[src/hdl/core_pkg.sv]
package core_pkg;

  localparam int XLEN = 32;  // data and address width of the core

  typedef logic [XLEN-1:0] word_t;  // one data word or byte address
  typedef logic [4:0]      reg_addr_t;  // architectural register index

  // major opcodes this core executes, anything else retires as a trap
  localparam logic [6:0] OPC_OP     = 7'b0110011;  // register-register alu
  localparam logic [6:0] OPC_OP_IMM = 7'b0010011;  // register-immediate alu
  localparam logic [6:0] OPC_LUI    = 7'b0110111;
  localparam logic [6:0] OPC_SYSTEM = 7'b1110011;  // only ebreak is accepted here

  // funct3 encodings shared by the OP and OP_IMM groups
  localparam logic [2:0] F3_ADD_SUB = 3'b000;
  localparam logic [2:0] F3_SLL     = 3'b001;
  localparam logic [2:0] F3_SLT     = 3'b010;
  localparam logic [2:0] F3_SLTU    = 3'b011;
  localparam logic [2:0] F3_XOR     = 3'b100;
  localparam logic [2:0] F3_SRL_SRA = 3'b101;  // bit 30 of the word picks sra
  localparam logic [2:0] F3_OR      = 3'b110;
  localparam logic [2:0] F3_AND     = 3'b111;

  // operations the execute stage knows about
  typedef enum logic [3:0] {
    ALU_ADD,
    ALU_SUB,
    ALU_SLL,
    ALU_SLT,
    ALU_SLTU,
    ALU_XOR,
    ALU_SRL,
    ALU_SRA,
    ALU_OR,
    ALU_AND,
    ALU_PASS_B  // lui just forwards the u-type immediate
  } alu_op_e;

  localparam word_t INST_EBREAK = 32'h0010_0073;  // halts the test program
  localparam word_t INST_NOP    = 32'h0000_0013;  // addi x0, x0, 0 fills bubbles

endpackage
[src/hdl/pipe_core.sv]
`timescale 1ns/1ps

module pipe_core import core_pkg::*; #(
  parameter word_t RESET_ADDR = '0  // handed down to fetch
) (
  input  logic      i_clk,
  input  logic      i_rst,
  input  word_t     i_imem_rdata,
  output word_t     o_imem_raddr,
  output logic      o_retire_valid,
  output word_t     o_retire_inst,
  output logic      o_retire_trap,
  output logic      o_retire_halt,
  output reg_addr_t o_retire_rs1_raddr,
  output reg_addr_t o_retire_rs2_raddr,
  output word_t     o_retire_rs1_rdata,
  output word_t     o_retire_rs2_rdata,
  output reg_addr_t o_retire_rd_waddr,
  output word_t     o_retire_rd_wdata,
  output word_t     o_retire_pc,
  output word_t     o_retire_next_pc
);

  logic      stall;
  logic      dec_valid;
  word_t     dec_inst;
  word_t     dec_pc;
  logic      ex_valid;
  word_t     ex_inst;
  word_t     ex_pc;
  alu_op_e   ex_alu_op;
  word_t     ex_op_a;
  word_t     ex_op_b;
  reg_addr_t ex_rd;
  word_t     ex_rs1_rdata;
  word_t     ex_rs2_rdata;
  logic      ex_trap;
  logic      ex_halt;
  logic      wb_valid;
  word_t     wb_inst;
  word_t     wb_pc;
  reg_addr_t wb_rd;
  word_t     wb_result;
  word_t     wb_rs1_rdata;
  word_t     wb_rs2_rdata;
  logic      wb_trap;
  logic      wb_halt;
  logic      rd_wen;      // writeback request looping back into decode
  reg_addr_t rd_waddr;
  word_t     rd_wdata;

  fetch_unit #(.RESET_ADDR(RESET_ADDR)) u_fetch (
    .i_clk        (i_clk),
    .i_rst        (i_rst),
    .i_stall      (stall),
    .i_imem_rdata (i_imem_rdata),
    .o_imem_raddr (o_imem_raddr),
    .o_dec_valid  (dec_valid),
    .o_dec_inst   (dec_inst),
    .o_dec_pc     (dec_pc)
  );

  decode_stage u_decode (
    .i_clk          (i_clk),
    .i_rst          (i_rst),
    .i_dec_valid    (dec_valid),
    .i_dec_inst     (dec_inst),
    .i_dec_pc       (dec_pc),
    .i_rd_wen       (rd_wen),
    .i_rd_waddr     (rd_waddr),
    .i_rd_wdata     (rd_wdata),
    .o_stall        (stall),
    .o_ex_valid     (ex_valid),
    .o_ex_inst      (ex_inst),
    .o_ex_pc        (ex_pc),
    .o_ex_alu_op    (ex_alu_op),
    .o_ex_op_a      (ex_op_a),
    .o_ex_op_b      (ex_op_b),
    .o_ex_rd        (ex_rd),
    .o_ex_rs1_rdata (ex_rs1_rdata),
    .o_ex_rs2_rdata (ex_rs2_rdata),
    .o_ex_trap      (ex_trap),
    .o_ex_halt      (ex_halt)
  );

  execute_stage u_execute (
    .i_clk          (i_clk),
    .i_rst          (i_rst),
    .i_ex_valid     (ex_valid),
    .i_ex_inst      (ex_inst),
    .i_ex_pc        (ex_pc),
    .i_ex_alu_op    (ex_alu_op),
    .i_ex_op_a      (ex_op_a),
    .i_ex_op_b      (ex_op_b),
    .i_ex_rd        (ex_rd),
    .i_ex_rs1_rdata (ex_rs1_rdata),
    .i_ex_rs2_rdata (ex_rs2_rdata),
    .i_ex_trap      (ex_trap),
    .i_ex_halt      (ex_halt),
    .o_wb_valid     (wb_valid),
    .o_wb_inst      (wb_inst),
    .o_wb_pc        (wb_pc),
    .o_wb_rd        (wb_rd),
    .o_wb_result    (wb_result),
    .o_wb_rs1_rdata (wb_rs1_rdata),
    .o_wb_rs2_rdata (wb_rs2_rdata),
    .o_wb_trap      (wb_trap),
    .o_wb_halt      (wb_halt)
  );

  retire_stage u_retire (
    .i_clk              (i_clk),
    .i_rst              (i_rst),
    .i_wb_valid         (wb_valid),
    .i_wb_inst          (wb_inst),
    .i_wb_pc            (wb_pc),
    .i_wb_rd            (wb_rd),
    .i_wb_result        (wb_result),
    .i_wb_rs1_rdata     (wb_rs1_rdata),
    .i_wb_rs2_rdata     (wb_rs2_rdata),
    .i_wb_trap          (wb_trap),
    .i_wb_halt          (wb_halt),
    .o_rd_wen           (rd_wen),
    .o_rd_waddr         (rd_waddr),
    .o_rd_wdata         (rd_wdata),
    .o_retire_valid     (o_retire_valid),
    .o_retire_inst      (o_retire_inst),
    .o_retire_trap      (o_retire_trap),
    .o_retire_halt      (o_retire_halt),
    .o_retire_rs1_raddr (o_retire_rs1_raddr),
    .o_retire_rs2_raddr (o_retire_rs2_raddr),
    .o_retire_rs1_rdata (o_retire_rs1_rdata),
    .o_retire_rs2_rdata (o_retire_rs2_rdata),
    .o_retire_rd_waddr  (o_retire_rd_waddr),
    .o_retire_rd_wdata  (o_retire_rd_wdata),
    .o_retire_pc        (o_retire_pc),
    .o_retire_next_pc   (o_retire_next_pc)
  );

endmodule

[src/hdl/retire_stage.sv]
`timescale 1ns/1ps

module retire_stage import core_pkg::*; (
  input  logic      i_clk,
  input  logic      i_rst,
  input  logic      i_wb_valid,
  input  word_t     i_wb_inst,
  input  word_t     i_wb_pc,
  input  reg_addr_t i_wb_rd,
  input  word_t     i_wb_result,
  input  word_t     i_wb_rs1_rdata,
  input  word_t     i_wb_rs2_rdata,
  input  logic      i_wb_trap,
  input  logic      i_wb_halt,
  output logic      o_rd_wen,
  output reg_addr_t o_rd_waddr,
  output word_t     o_rd_wdata,
  output logic      o_retire_valid,
  output word_t     o_retire_inst,
  output logic      o_retire_trap,
  output logic      o_retire_halt,
  output reg_addr_t o_retire_rs1_raddr,
  output reg_addr_t o_retire_rs2_raddr,
  output word_t     o_retire_rs1_rdata,
  output word_t     o_retire_rs2_rdata,
  output reg_addr_t o_retire_rd_waddr,
  output word_t     o_retire_rd_wdata,
  output word_t     o_retire_pc,
  output word_t     o_retire_next_pc
);

  logic [6:0] opcode;
  logic       reads_rs1;
  logic       reads_rs2;

  assign opcode    = i_wb_inst[6:0];
  assign reads_rs1 = (opcode == OPC_OP) || (opcode == OPC_OP_IMM);  // same rule as decode
  assign reads_rs2 = (opcode == OPC_OP);

  // rd is already zero for traps, halts, bubbles and x0 targets
  assign o_rd_wen   = i_wb_valid && (i_wb_rd != '0);
  assign o_rd_waddr = i_wb_rd;
  assign o_rd_wdata = i_wb_result;

  assign o_retire_valid     = i_wb_valid;
  assign o_retire_inst      = i_wb_inst;
  assign o_retire_trap      = i_wb_trap;
  assign o_retire_halt      = i_wb_halt;
  assign o_retire_rs1_raddr = reads_rs1 ? i_wb_inst[19:15] : '0;
  assign o_retire_rs2_raddr = reads_rs2 ? i_wb_inst[24:20] : '0;
  assign o_retire_rs1_rdata = i_wb_rs1_rdata;  // zero whenever the address is
  assign o_retire_rs2_rdata = i_wb_rs2_rdata;
  assign o_retire_rd_waddr  = i_wb_rd;
  assign o_retire_rd_wdata  = i_wb_result;
  assign o_retire_pc        = i_wb_pc;
  assign o_retire_next_pc   = i_wb_pc + word_t'(4);  // nothing redirects fetch

  // decode flags ebreak only on a legal system word, never as illegal too
  a_halt_trap_excl: assert property (@(posedge i_clk) disable iff (i_rst)
    i_wb_valid |-> !(i_wb_halt && i_wb_trap));

endmodule

[src/hdl/execute_stage.sv]
`timescale 1ns/1ps

module execute_stage import core_pkg::*; (
  input  logic      i_clk,
  input  logic      i_rst,
  input  logic      i_ex_valid,
  input  word_t     i_ex_inst,
  input  word_t     i_ex_pc,
  input  alu_op_e   i_ex_alu_op,
  input  word_t     i_ex_op_a,
  input  word_t     i_ex_op_b,
  input  reg_addr_t i_ex_rd,
  input  word_t     i_ex_rs1_rdata,
  input  word_t     i_ex_rs2_rdata,
  input  logic      i_ex_trap,
  input  logic      i_ex_halt,
  output logic      o_wb_valid,
  output word_t     o_wb_inst,
  output word_t     o_wb_pc,
  output reg_addr_t o_wb_rd,
  output word_t     o_wb_result,
  output word_t     o_wb_rs1_rdata,
  output word_t     o_wb_rs2_rdata,
  output logic      o_wb_trap,
  output logic      o_wb_halt
);

  logic [4:0] shamt;
  word_t      result;

  assign shamt = i_ex_op_b[4:0];  // upper bits of the shift operand are ignored

  always_comb begin
    case (i_ex_alu_op)
      ALU_ADD:    result = i_ex_op_a + i_ex_op_b;
      ALU_SUB:    result = i_ex_op_a - i_ex_op_b;
      ALU_SLL:    result = i_ex_op_a << shamt;
      ALU_SLT:    result = {{(XLEN-1){1'b0}}, $signed(i_ex_op_a) < $signed(i_ex_op_b)};
      ALU_SLTU:   result = {{(XLEN-1){1'b0}}, i_ex_op_a < i_ex_op_b};
      ALU_XOR:    result = i_ex_op_a ^ i_ex_op_b;
      ALU_SRL:    result = i_ex_op_a >> shamt;
      ALU_SRA:    result = word_t'($signed(i_ex_op_a) >>> shamt);  // sign fills from the top
      ALU_OR:     result = i_ex_op_a | i_ex_op_b;
      ALU_AND:    result = i_ex_op_a & i_ex_op_b;
      ALU_PASS_B: result = i_ex_op_b;  // lui
      default:    result = '0;
    endcase
  end

  // execute to writeback register
  always_ff @(posedge i_clk) begin
    if (i_rst) begin
      o_wb_valid <= 1'b0;
      o_wb_rd    <= '0;
      o_wb_trap  <= 1'b0;
      o_wb_halt  <= 1'b0;
    end else begin
      o_wb_valid <= i_ex_valid;
      o_wb_rd    <= i_ex_rd;
      o_wb_trap  <= i_ex_trap;
      o_wb_halt  <= i_ex_halt;
    end
  end

  always_ff @(posedge i_clk) begin
    o_wb_inst      <= i_ex_inst;
    o_wb_pc        <= i_ex_pc;
    o_wb_result    <= result;
    o_wb_rs1_rdata <= i_ex_rs1_rdata;
    o_wb_rs2_rdata <= i_ex_rs2_rdata;
  end

endmodule

[src/hdl/decode_stage.sv]
`timescale 1ns/1ps

module decode_stage import core_pkg::*; (
  input  logic      i_clk,
  input  logic      i_rst,
  input  logic      i_dec_valid,
  input  word_t     i_dec_inst,
  input  word_t     i_dec_pc,
  input  logic      i_rd_wen,        // write port from retire
  input  reg_addr_t i_rd_waddr,
  input  word_t     i_rd_wdata,
  output logic      o_stall,         // back to fetch, holds the decode register
  output logic      o_ex_valid,
  output word_t     o_ex_inst,
  output word_t     o_ex_pc,
  output alu_op_e   o_ex_alu_op,
  output word_t     o_ex_op_a,
  output word_t     o_ex_op_b,
  output reg_addr_t o_ex_rd,
  output word_t     o_ex_rs1_rdata,
  output word_t     o_ex_rs2_rdata,
  output logic      o_ex_trap,
  output logic      o_ex_halt
);

  logic [6:0] opcode;
  logic [2:0] funct3;
  logic       is_op;
  logic       is_op_imm;
  logic       is_lui;
  logic       is_halt;
  logic       is_trap;
  reg_addr_t  rs1_raddr;
  reg_addr_t  rs2_raddr;
  reg_addr_t  rd_eff;
  word_t      rs1_rdata;
  word_t      rs2_rdata;
  word_t      imm_i;
  word_t      imm_u;
  alu_op_e    alu_op;

  assign opcode    = i_dec_inst[6:0];
  assign funct3    = i_dec_inst[14:12];
  assign is_op     = (opcode == OPC_OP);
  assign is_op_imm = (opcode == OPC_OP_IMM);
  assign is_lui    = (opcode == OPC_LUI);
  assign is_halt   = (opcode == OPC_SYSTEM) && (i_dec_inst[31:7] == INST_EBREAK[31:7]);
  assign is_trap   = !(is_op || is_op_imm || is_lui || is_halt);  // illegal word

  // unused source fields read as x0, which keeps hazards and retire honest
  assign rs1_raddr = (is_op || is_op_imm) ? i_dec_inst[19:15] : '0;
  assign rs2_raddr = is_op ? i_dec_inst[24:20] : '0;
  assign rd_eff    = (is_op || is_op_imm || is_lui) ? i_dec_inst[11:7] : '0;

  assign imm_i = {{(XLEN-12){i_dec_inst[31]}}, i_dec_inst[31:20]};
  assign imm_u = {i_dec_inst[31:12], 12'b0};

  always_comb begin
    alu_op = ALU_ADD;  // traps and halts do not care
    if (is_lui) begin
      alu_op = ALU_PASS_B;
    end else begin
      case (funct3)
        F3_ADD_SUB: alu_op = (is_op && i_dec_inst[30]) ? ALU_SUB : ALU_ADD;  // no subi
        F3_SLL:     alu_op = ALU_SLL;
        F3_SLT:     alu_op = ALU_SLT;
        F3_SLTU:    alu_op = ALU_SLTU;
        F3_XOR:     alu_op = ALU_XOR;
        F3_SRL_SRA: alu_op = i_dec_inst[30] ? ALU_SRA : ALU_SRL;  // same bit for srai
        F3_OR:      alu_op = ALU_OR;
        F3_AND:     alu_op = ALU_AND;
        default:    alu_op = ALU_ADD;
      endcase
    end
  end

  reg_file u_reg_file (
    .i_clk       (i_clk),
    .i_rst       (i_rst),
    .i_rs1_raddr (rs1_raddr),
    .i_rs2_raddr (rs2_raddr),
    .i_rd_wen    (i_rd_wen),
    .i_rd_waddr  (i_rd_waddr),
    .i_rd_wdata  (i_rd_wdata),
    .o_rs1_rdata (rs1_rdata),
    .o_rs2_rdata (rs2_rdata)
  );

  hazard_unit u_hazard_unit (
    .i_clk       (i_clk),
    .i_rst       (i_rst),
    .i_dec_valid (i_dec_valid),
    .i_dec_rs1   (rs1_raddr),
    .i_dec_rs2   (rs2_raddr),
    .i_ex_valid  (o_ex_valid),
    .i_ex_rd     (o_ex_rd),
    .o_stall     (o_stall)
  );

  // a stall turns this slot into a bubble, the instruction waits in decode
  always_ff @(posedge i_clk) begin
    if (i_rst || o_stall) begin
      o_ex_valid <= 1'b0;
      o_ex_rd    <= '0;
      o_ex_trap  <= 1'b0;
      o_ex_halt  <= 1'b0;
    end else begin
      o_ex_valid <= i_dec_valid;
      o_ex_rd    <= i_dec_valid ? rd_eff : '0;  // hazard unit relies on this zero
      o_ex_trap  <= i_dec_valid && is_trap;
      o_ex_halt  <= i_dec_valid && is_halt;
    end
  end

  always_ff @(posedge i_clk) begin
    o_ex_inst      <= o_stall ? INST_NOP : i_dec_inst;
    o_ex_pc        <= i_dec_pc;
    o_ex_alu_op    <= alu_op;
    o_ex_op_a      <= rs1_rdata;
    o_ex_op_b      <= is_op ? rs2_rdata : (is_lui ? imm_u : imm_i);
    o_ex_rs1_rdata <= rs1_rdata;  // kept apart from op_a for the retire port
    o_ex_rs2_rdata <= rs2_rdata;
  end

endmodule

[src/hdl/hazard_unit.sv]
`timescale 1ns/1ps

module hazard_unit import core_pkg::*; (
  input  logic      i_clk,
  input  logic      i_rst,
  input  logic      i_dec_valid,
  input  reg_addr_t i_dec_rs1,    // zero when the instruction has no rs1
  input  reg_addr_t i_dec_rs2,    // zero when the instruction has no rs2
  input  logic      i_ex_valid,
  input  reg_addr_t i_ex_rd,      // zero for anything that writes no register
  output logic      o_stall
);

  logic rs1_hit;
  logic rs2_hit;

  // x0 never makes a dependency, which also covers unused source fields
  assign rs1_hit = (i_dec_rs1 != '0) && (i_dec_rs1 == i_ex_rd);
  assign rs2_hit = (i_dec_rs2 != '0) && (i_dec_rs2 == i_ex_rd);

  // only execute needs checking, writeback is bypassed in the register file
  assign o_stall = i_dec_valid && i_ex_valid && (rs1_hit || rs2_hit);

  // a stall keeps the instruction in decode and puts a bubble into execute,
  // so the next cycle it must still be there and proceed without stalling
  a_stall_one_cycle: assert property (@(posedge i_clk) disable iff (i_rst)
    o_stall |=> (i_dec_valid && !o_stall));

endmodule

[src/hdl/reg_file.sv]
`timescale 1ns/1ps

module reg_file import core_pkg::*; (
  input  logic      i_clk,
  input  logic      i_rst,
  input  reg_addr_t i_rs1_raddr,
  input  reg_addr_t i_rs2_raddr,
  input  logic      i_rd_wen,
  input  reg_addr_t i_rd_waddr,
  input  word_t     i_rd_wdata,
  output word_t     o_rs1_rdata,
  output word_t     o_rs2_rdata
);

  word_t regs [1:31];  // x0 has no storage at all

  // a write in the same cycle wins over the stored value, so decode never
  // has to wait on an instruction that is already in writeback
  function automatic word_t read_port(reg_addr_t addr);
    if (addr == '0) return '0;
    if (i_rd_wen && (i_rd_waddr == addr)) return i_rd_wdata;
    return regs[addr];
  endfunction

  always_ff @(posedge i_clk) begin
    if (i_rd_wen && (i_rd_waddr != '0)) begin
      regs[i_rd_waddr] <= i_rd_wdata;
    end
  end

  always_comb begin
    o_rs1_rdata = read_port(i_rs1_raddr);
    o_rs2_rdata = read_port(i_rs2_raddr);
  end

  // retire only asks for a write when rd is a real register
  a_no_x0_write: assert property (@(posedge i_clk) disable iff (i_rst)
    i_rd_wen |-> (i_rd_waddr != '0));

endmodule

[src/hdl/fetch_unit.sv]
`timescale 1ns/1ps

module fetch_unit import core_pkg::*; #(
  parameter word_t RESET_ADDR = '0  // first fetch address, must be word aligned
) (
  input  logic  i_clk,
  input  logic  i_rst,
  input  logic  i_stall,       // hold decode and replay the current fetch
  input  word_t i_imem_rdata,  // word for the address sampled at the last edge
  output word_t o_imem_raddr,
  output logic  o_dec_valid,
  output word_t o_dec_inst,
  output word_t o_dec_pc
);

  word_t pc_q;        // address handed to the memory when not stalled
  word_t rd_pc_q;     // address of the word sitting on i_imem_rdata
  logic  rd_valid_q;  // i_imem_rdata is a real fetch and not reset leftovers

  // on a stall the memory gets the address of the word it is returning now,
  // so the same word is still there when decode finally takes it
  assign o_imem_raddr = i_stall ? rd_pc_q : pc_q;

  always_ff @(posedge i_clk) begin
    if (i_rst) begin
      pc_q       <= RESET_ADDR;
      rd_pc_q    <= RESET_ADDR;
      rd_valid_q <= 1'b0;  // the first word out of reset is not yet back
    end else if (!i_stall) begin
      pc_q       <= pc_q + word_t'(4);  // no jumps, so always the next word
      rd_pc_q    <= pc_q;
      rd_valid_q <= 1'b1;
    end
  end

  // fetch to decode register, valid is the only control bit in it
  always_ff @(posedge i_clk) begin
    if (i_rst) begin
      o_dec_valid <= 1'b0;
    end else if (!i_stall) begin
      o_dec_valid <= rd_valid_q;
    end
  end

  always_ff @(posedge i_clk) begin
    if (!i_stall) begin
      o_dec_inst <= i_imem_rdata;
      o_dec_pc   <= rd_pc_q;  // pc travels with its word
    end
  end

endmodule

[config.mk]
export PLATFORM = sky130hd
export DESIGN_NAME = pipe_core
export DESIGN_NICKNAME = d
export VERILOG_FILES = /design/src/hdl/core_pkg.sv /design/src/hdl/pipe_core.sv /design/src/hdl/retire_stage.sv /design/src/hdl/execute_stage.sv /design/src/hdl/decode_stage.sv /design/src/hdl/hazard_unit.sv /design/src/hdl/reg_file.sv /design/src/hdl/fetch_unit.sv
export SDC_FILE = /design/constraint.sdc
export NUM_CORES = 2
export LEC_CHECK = 0
export ABC_AREA = 0
export BUFFER_PORTS_ARGS = -buffer_cell sky130_fd_sc_hd__buf_2
export CORE_MARGIN = 4
export CORE_UTILIZATION = 50
export DETAILED_ROUTE_END_ITERATION = 8
export PLACE_DENSITY = 0.72
export SYNTH_ARGS = -nofsm -noshare
export SYNTH_HDL_FRONTEND = slang
export SYNTH_SLANG_ARGS = --single-unit
[constraint.sdc]
create_clock -name i_clk -period 4.5 [get_ports i_clk]
set_input_delay 0.45 -clock i_clk [delete_from_list [all_inputs] [get_ports i_clk]]
set_output_delay 0.45 -clock i_clk [all_outputs]
set_load 0.01 [all_outputs]
**Word level (Yosys, flattened, before mapping)**

Memory sizes are Yosys's and may differ from the RTL's.
Index checks and enable logic that the tools add are counted.
W data, S select, Z words.

- Flip-flop bits (word level): 470
- RAM bits: 992
- Bits of input ports: 34
- Output and inout port bits: 242
- Logic and storage cells: 122
- Memories kept: 1

- Add/sub/neg operators: 4
- Order comparisons: 2
- Equality and inequality tests: 28
- Shifts and indexed selects: 3
- Multiplexer cells: 27
- Bitwise logic cells: 5
- Reductions and logical operators: 27

Memory list:

| name | depth | width | read ports | clocked after memory_dff | wr ports | line | RTL |
|---|---|---|---|---|---|---|---|
| u_decode.u_reg_file.regs | 31 | 32 | 2 | 0 | 1 | reg_file.sv:15 | `word_t regs [1:31];` |

Operators by type and width:

| cell | count |
|---|---|
| $pmux W32 S11 | 1 |
| $mux W32 | 10 |
| $add A32 B3 Y32 const B | 2 |
| $lt A32 B32 Y1 | 2 |
| $add A32 B32 Y32 | 1 |
| $and A32 B32 Y32 | 1 |
| $or A32 B32 Y32 | 1 |
| $pmux W4 S8 | 1 |
| $shl A32 B5 Y32 | 1 |
| $shr A32 B5 Y32 | 1 |
| $sshr A32 B5 Y32 | 1 |
| $sub A32 B32 Y32 | 1 |
| $xor A32 B32 Y32 | 1 |
| $mux W31 | 1 |
| $eq A25 B14 Y1 const B | 1 |
| $eq A7 B6 Y1 const B | 3 |
| $eq A5 B5 Y1 | 4 |
| $mux W5 | 4 |
| $eq A4 B3 Y1 const B | 4 |
| $reduce_bool A5 Y1 | 3 |
| $eq A7 B5 Y1 const B | 2 |
| $eq A3 B3 Y1 const B | 4 |
| $eq A4 B4 Y1 const B | 3 |
| $logic_and A1 B1 Y1 | 12 |
| other kinds (13) | 31 |

**Logic depth before layout (Yosys ltp)**

- Depth in word-level cells: 9
- Gate-level depth with buffers: 14
- Depth with buffers taken out: 12

**Hierarchy**

From an unflattened synthesis, not the netlist that was laid out.

- Cell total of the unflattened synthesis: 5401
- Area, all modules: 71976.5 µm²

Modules (own cells, without submodules):

| module | instances | cells an instance | area an instance (µm²) | seq. area each (µm²) |
|---|---|---|---|---|
| reg_file | 1 | 2856 | 47311.6 | 29788.6 |
| execute_stage | 1 | 1498 | 12742.2 | 3363.2 |
| decode_stage | 1 | 378 | 4839.6 | 3443.3 |
| fetch_unit | 1 | 345 | 4629.4 | 3203.1 |
| retire_stage | 1 | 305 | 2303.5 | 0.0 |
| hazard_unit | 1 | 19 | 150.1 | 0.0 |

**Worst setup path after synthesis**

No wires, ideal clock.

- Path kind: flip-flop to flip-flop
- Start point: register u_execute.o_wb_rd[1]
- End point: memory u_decode.u_reg_file.regs[2][0] (netlist name), enable pin
- Arrival: 3.996 ns
- Data required time: 3.998 ns
- Slack: 0.002 ns
- Cell stages (with the launch flop): 5
- Buffers on the path: 2
- Clock period less this slack: 4.498 ns
- Cells stage by stage: dfxtp_1 > clkbuf_1 > nand2b_1 > clkbuf_1 > nor4_1

- Word-level cells in the longest chain between the ends: 5

Ends and longest elaborated chain:

| item | line | RTL |
|---|---|---|
| start, declared | execute_stage.sv:20 | `output reg_addr_t o_wb_rd,` |
| start signal, assigned | execute_stage.sv:59 | `o_wb_rd <= i_ex_rd;` |
| $reduce_bool A5 Y1 | retire_stage.sv:41, reg_file.sv:26 |  |
| $logic_and A1 B1 Y1 | retire_stage.sv:41 | `assign o_rd_wen = i_wb_valid && (i_wb_rd != '0);` |
| $logic_and A1 B1 Y1 | reg_file.sv:26 | `if (i_rd_wen && (i_rd_waddr != '0)) begin` |
| $mux W1 | reg_file.sv:26 |  |
| $mux W1 (implied by the code) | reg_file.sv:27 | `regs[i_rd_waddr] <= i_rd_wdata;` |
| end, declared | reg_file.sv:15 |  |

Several ways; a longest one is shown, not always the timed one.

**Worst setup path after layout**

- Start point: register u_fetch.o_dec_inst[2]
- End point: register u_decode.o_ex_op_b[10]

- Word-level cells in the longest chain between the ends: 9
- Elaborated cells on any way between the ends: 15

Ends and longest elaborated chain:

| item | line | RTL |
|---|---|---|
| start, declared | fetch_unit.sv:12 | `output word_t o_dec_inst,` |
| start signal, assigned | fetch_unit.sv:47 | `o_dec_inst <= i_imem_rdata;` |
| $eq A7 B6 Y1 * | decode_stage.sv:44 | `assign is_op = (opcode == OPC_OP);` |
| $mux W5 * | decode_stage.sv:52 | `assign rs2_raddr = is_op ? i_dec_inst[24:20] : '0;` |
| parallel branches: the longest is 5 deep, another holds $mem_v2 Z31 W32 | n/a |  |
| $mux W32 * | reg_file.sv:21 | `if (i_rd_wen && (i_rd_waddr == addr)) return i_rd_wdata;` |
| net u_decode.rs2_rdata[10] | decode_stage.sv:37 | `word_t rs2_rdata;` |
| $mux W32 * | decode_stage.sv:120 | `o_ex_op_b <= is_op ? rs2_rdata : (is_lui ? imm_u : imm_i);` |
| end signal, assigned | decode_stage.sv:120 |  |
| end, declared | decode_stage.sv:18 | `output word_t o_ex_op_b,` |

Mark *: on every way through the listed nets, which the timed path passes. The select of a mux whose other input is x is not followed.
A chain may end at the register's enable or synchronous reset.

==> summary.txt <==
Routing
  – Iteration-0 DRC Markers: ~9.5k
  – Post-DR wirelength/cell: 32.2 um
  – DRT antenna net count: 0
  – Total vias in the final route: 57.4k
  – Final wirelength: 270 mm
  – 1st-pass router iterations: 9
  – Number of vias per cell: 6.85
  – DRC: 10

Yosys
  – Synthesized instance count: 6097
  – Adder-Cell Fraction of Synth Area: around 2.0%
  – Post-Synthesis Net Count: 6239
  – Main synth FF type: edfxtp_1
  – Xor/xnor cell area share of the yosys netlist: ~1.1%
  – Largest family of logic cells by synthesized area: compound AO/OA/AOI/OAI gates
  – Most common cell in the synthesized netlist: edfxtp_1
  – Area share of the largest cell type after synthesis: 45.5%
  – Sequential fraction of the synthesis area: 57.1%
  – Area contributors post-synth: edfxtp_1 45%, dfxtp_1 12%, mux2i_1 6.5%
  – Mux share of post-synthesis cell area: 10.7%
  – Post-synth ARST share: 0%
  – Simple logic cell fraction of the synthesized area: 11.3%
  – Synth warn: 0
  – Cell taking the most area after synthesis: edfxtp_1
  – Compound-Gate Fraction of Synth Area: 14.5%
  – Post-synth top cells: 1056 x edfxtp_1, 657 x nand2_1, 451 x mux2i_1, 404 x dfxtp_1, 376 x nor2_1
  – Mean area per synthesized cell: 11.4 um^2
  – Number of flops mapped to enable cells by yosys: 1056
  – Synth unique cells: 91
  – Post-Syn Area: 69700 um^2
  – Yosys reg bits: 1460

Worst setup path
  – WP data required: 5.21 ns
  – R2R Setup Slk: 0.11 ns
  – Slowest-stage cell, CP: a21oi_2
  – Cell Chain, Critical Path: or2_1 -> nor3_4 -> buf_4 -> nand3_2 -> buf_4 -> nor3_1 -> a211oi_1 -> a21oi_2 -> a21o_1
  – CP Capture Type: flip-flop
  – Peak fanout along the critical path: 17
  – CP Class: reg2reg
  – Critical path's most frequent cell: buf_4
  – Startpoint types: flip-flop
  – Slowest Stage Delay on Critical Path: 0.59 ns
  – Critical path buffers and inverters: 2
  – Crit path arrival time: 5.10 ns
  – Delay-heaviest family, CP: simple AND/OR/NAND/NOR gates

Power
  – Leakage: 30.0 nW
  – Worst VDD drop: 321 uV
  – Pwr Total: 30.1 mW
  – Power Density: roughly 380 nW/um^2

Clock network
  – Clk Latency, worst-skew pair: ~0.8 ns
  – CTS sink cnt: 1460
  – CTS Root Cell: clkbuf_16
  – CTS clock-pin slew for the worst setup and hold paths: approximately 0.06 ns
  – Htree depth: 4
  – Cts bufs inserted: roughly 150
  – CTS tree: yes
  – Clock Tree Buf Depth: 3
  – Post-CTS Setup Inserts: 0

Global route
  – Grt ovf: 0
  – First-pass GRT wire length: 383 mm
  – Total GRT Usage: 35.8%
  – Vias in the first global route: between 50k and 60k
  – Antenna violations before repair: 19
  – Largest net degree at the start of global routing: 82

Floorplan
  – Die X: 381 um
  – Core footprint: between 100000 and 150000 um^2
  – Die height: around 380 um
  – Die area: 146000 um^2
  – Initial cell density of the core: between 50% and 60%
  – # rows: 136
  – IO Pins: between 200 and 300

Run status
  – Failing checks: DRC
  – Status: finished with violations

Finish
  – Fin nets: 6525
  – Area Growth Syn to Fin: 14.9%
  – Fillers: 11.0k
  – Share of layout cells above drive strength 1: 15.8%
  – Post-route cell area: 80100 um^2
  – Non-filler cells, final: 8379

Placed design
  – Gpl congestion: around 1.0
  – Dpl hpwl: 181 mm
  – Post-DP Area: 74600 um^2
  – I/O Buffers: roughly 280
  – Dpl cells: 8061

Timing
  – Max-slew violations: 0
  – Hold slack final: approximately 0.16 ns
  – RSZ-0062 raised after global routing: false
  – Final setup TNS: 0 ns
  – Setup Viol. Count Final: 0
  – Final worst path period share: around 98%
  – Slew @ Worst Pin: roughly 1.3 ns
  – Slew headroom: 16.0%
  – Peak Freq: 228 MHz
  – Final Critical Period: 4.39 ns
  – Hold Fails Final Rpt: 0
  – Clk_skew: 0.0650 ns

Hold path
  – HP Class: in2reg

Run
  – Max cap viols: 0
==> final cells by class <==
class | count | area, um^2 | area share [%]
Multi-Input combinational cell | 4051 | 27900 | 34.9
Antenna cell | 7 | 17.5 | 0.0219
Timing Repair Buffer | 606 | 4420 | 5.52
Clock inverter | 78 | 1010 | 1.27
Inverter | 113 | 424 | 0.529
Tap cell | 1863 | 2330 | 2.91
Sequential cell | 1460 | 39800 | 49.7
Clock buffer | 201 | 4160 | 5.20
==> report_power, final <==
group | switching (mW) | internal [mW]
clock network | 5.56 | 7.42
logic | 1.44 | 0.584
registers | 0.271 | 14.8
total | 7.27 | 22.8
==> final timing paths <==
| kind | from | endpoint | cells past startpoint |
|---|---|---|---|
| worst max-delay path | u_fetch.o_dec_inst[2] | u_decode.o_ex_op_b[10] | 9 |
| worst min-delay path | i_rst | u_fetch.pc_q[30] | 2 |
| worst max register to register | u_fetch.o_dec_inst[2] | u_decode.o_ex_op_b[10] | 9 |
| worst min register to register | u_decode.o_ex_pc[14] | u_execute.o_wb_pc[14] | 0 |
==> through the flow <==
step	utilization (%)	worst slack, ns
after floorplan	-	0.00233
after global placement	54.0	0.101
after detailed placement	54.0	0.0622
after CTS	58.0	0.0191
after global routing	58.0	0.0739
final	58.0	0.108
==> metal layers <==
layer | global-route usage [%] | routed length, um | up-vias
met2 | 54.6 | 119000 | 4615
li1 | - | - | 23700
met1 | 44.7 | 93800 | 28000
met3 | 11.2 | 37200 | 999
met5 | 0 | 106 | -
met4 | 22.0 | 19800 | 16
==> cell families (layout without fill, tap and decap cells) <==
logic type | Yosys count | count (layout)
AOI/OAI and AO/OA | 1508 | 1508
xor gates and xnor gates | 87 | 87
adders and majority gates | 108 | 108
buffers and inverters | 586 | 998
DFF | 1460 | 1460
muxes | 627 | 627
other | 0 | 7
and+or+nand+nor | 1721 | 1721
==> placed cells by master (no fill, tap or decap), types with 125 or more instances in the layout <==
| master | count |
|---|---|
| nand2_1 | 654 |
| nand3_1 | 226 |
| buf_2 | 275 |
| o21ai_0 | 311 |
| nor2b_1 | 125 |
| a21oi_1 | 296 |
| nor2_1 | 343 |
| edfxtp_1 | 1056 |
| a211oi_1 | 147 |
| dfxtp_1 | 400 |
| clkbuf_16 | 153 |
| buf_4 | 260 |
| mux2i_1 | 451 |
==> sequential cells by signal, indices dropped and copies added (netlist names), 4 cells and up <==
signal	cells
u_fetch.o_dec_pc	32
u_decode.o_ex_rd	5
u_execute.o_wb_pc	32
u_decode.o_ex_inst	32
u_execute.o_wb_rd	5
u_decode.o_ex_rs2_rdata	32
u_execute.o_wb_inst	32
u_decode.u_reg_file.regs	992
u_decode.o_ex_pc	32
u_decode.o_ex_alu_op	4
u_fetch.pc_q	30
u_execute.o_wb_result	32
u_decode.o_ex_op_a	32
u_fetch.o_dec_inst	32
u_fetch.rd_pc_q	32
u_execute.o_wb_rs1_rdata	32
u_execute.o_wb_rs2_rdata	32
u_decode.o_ex_op_b	32
==> repair_timing <==
item / in CTS / in global routing
endpoints found under the setup margin: 28 / 32
gates resized for setup: 1 / 5
hold buffers: 32 / 0
endpoints found under the hold margin: 32 / 0
==> worst register-to-register path, delay by kind of cell, from the launching register on <==
family          cells  cell delay, ns
simple gates        4            2.00
compound gates      3            1.04
buf+inv             2            0.79
flops               1            0.46
(Power assumes the default switching activity.)
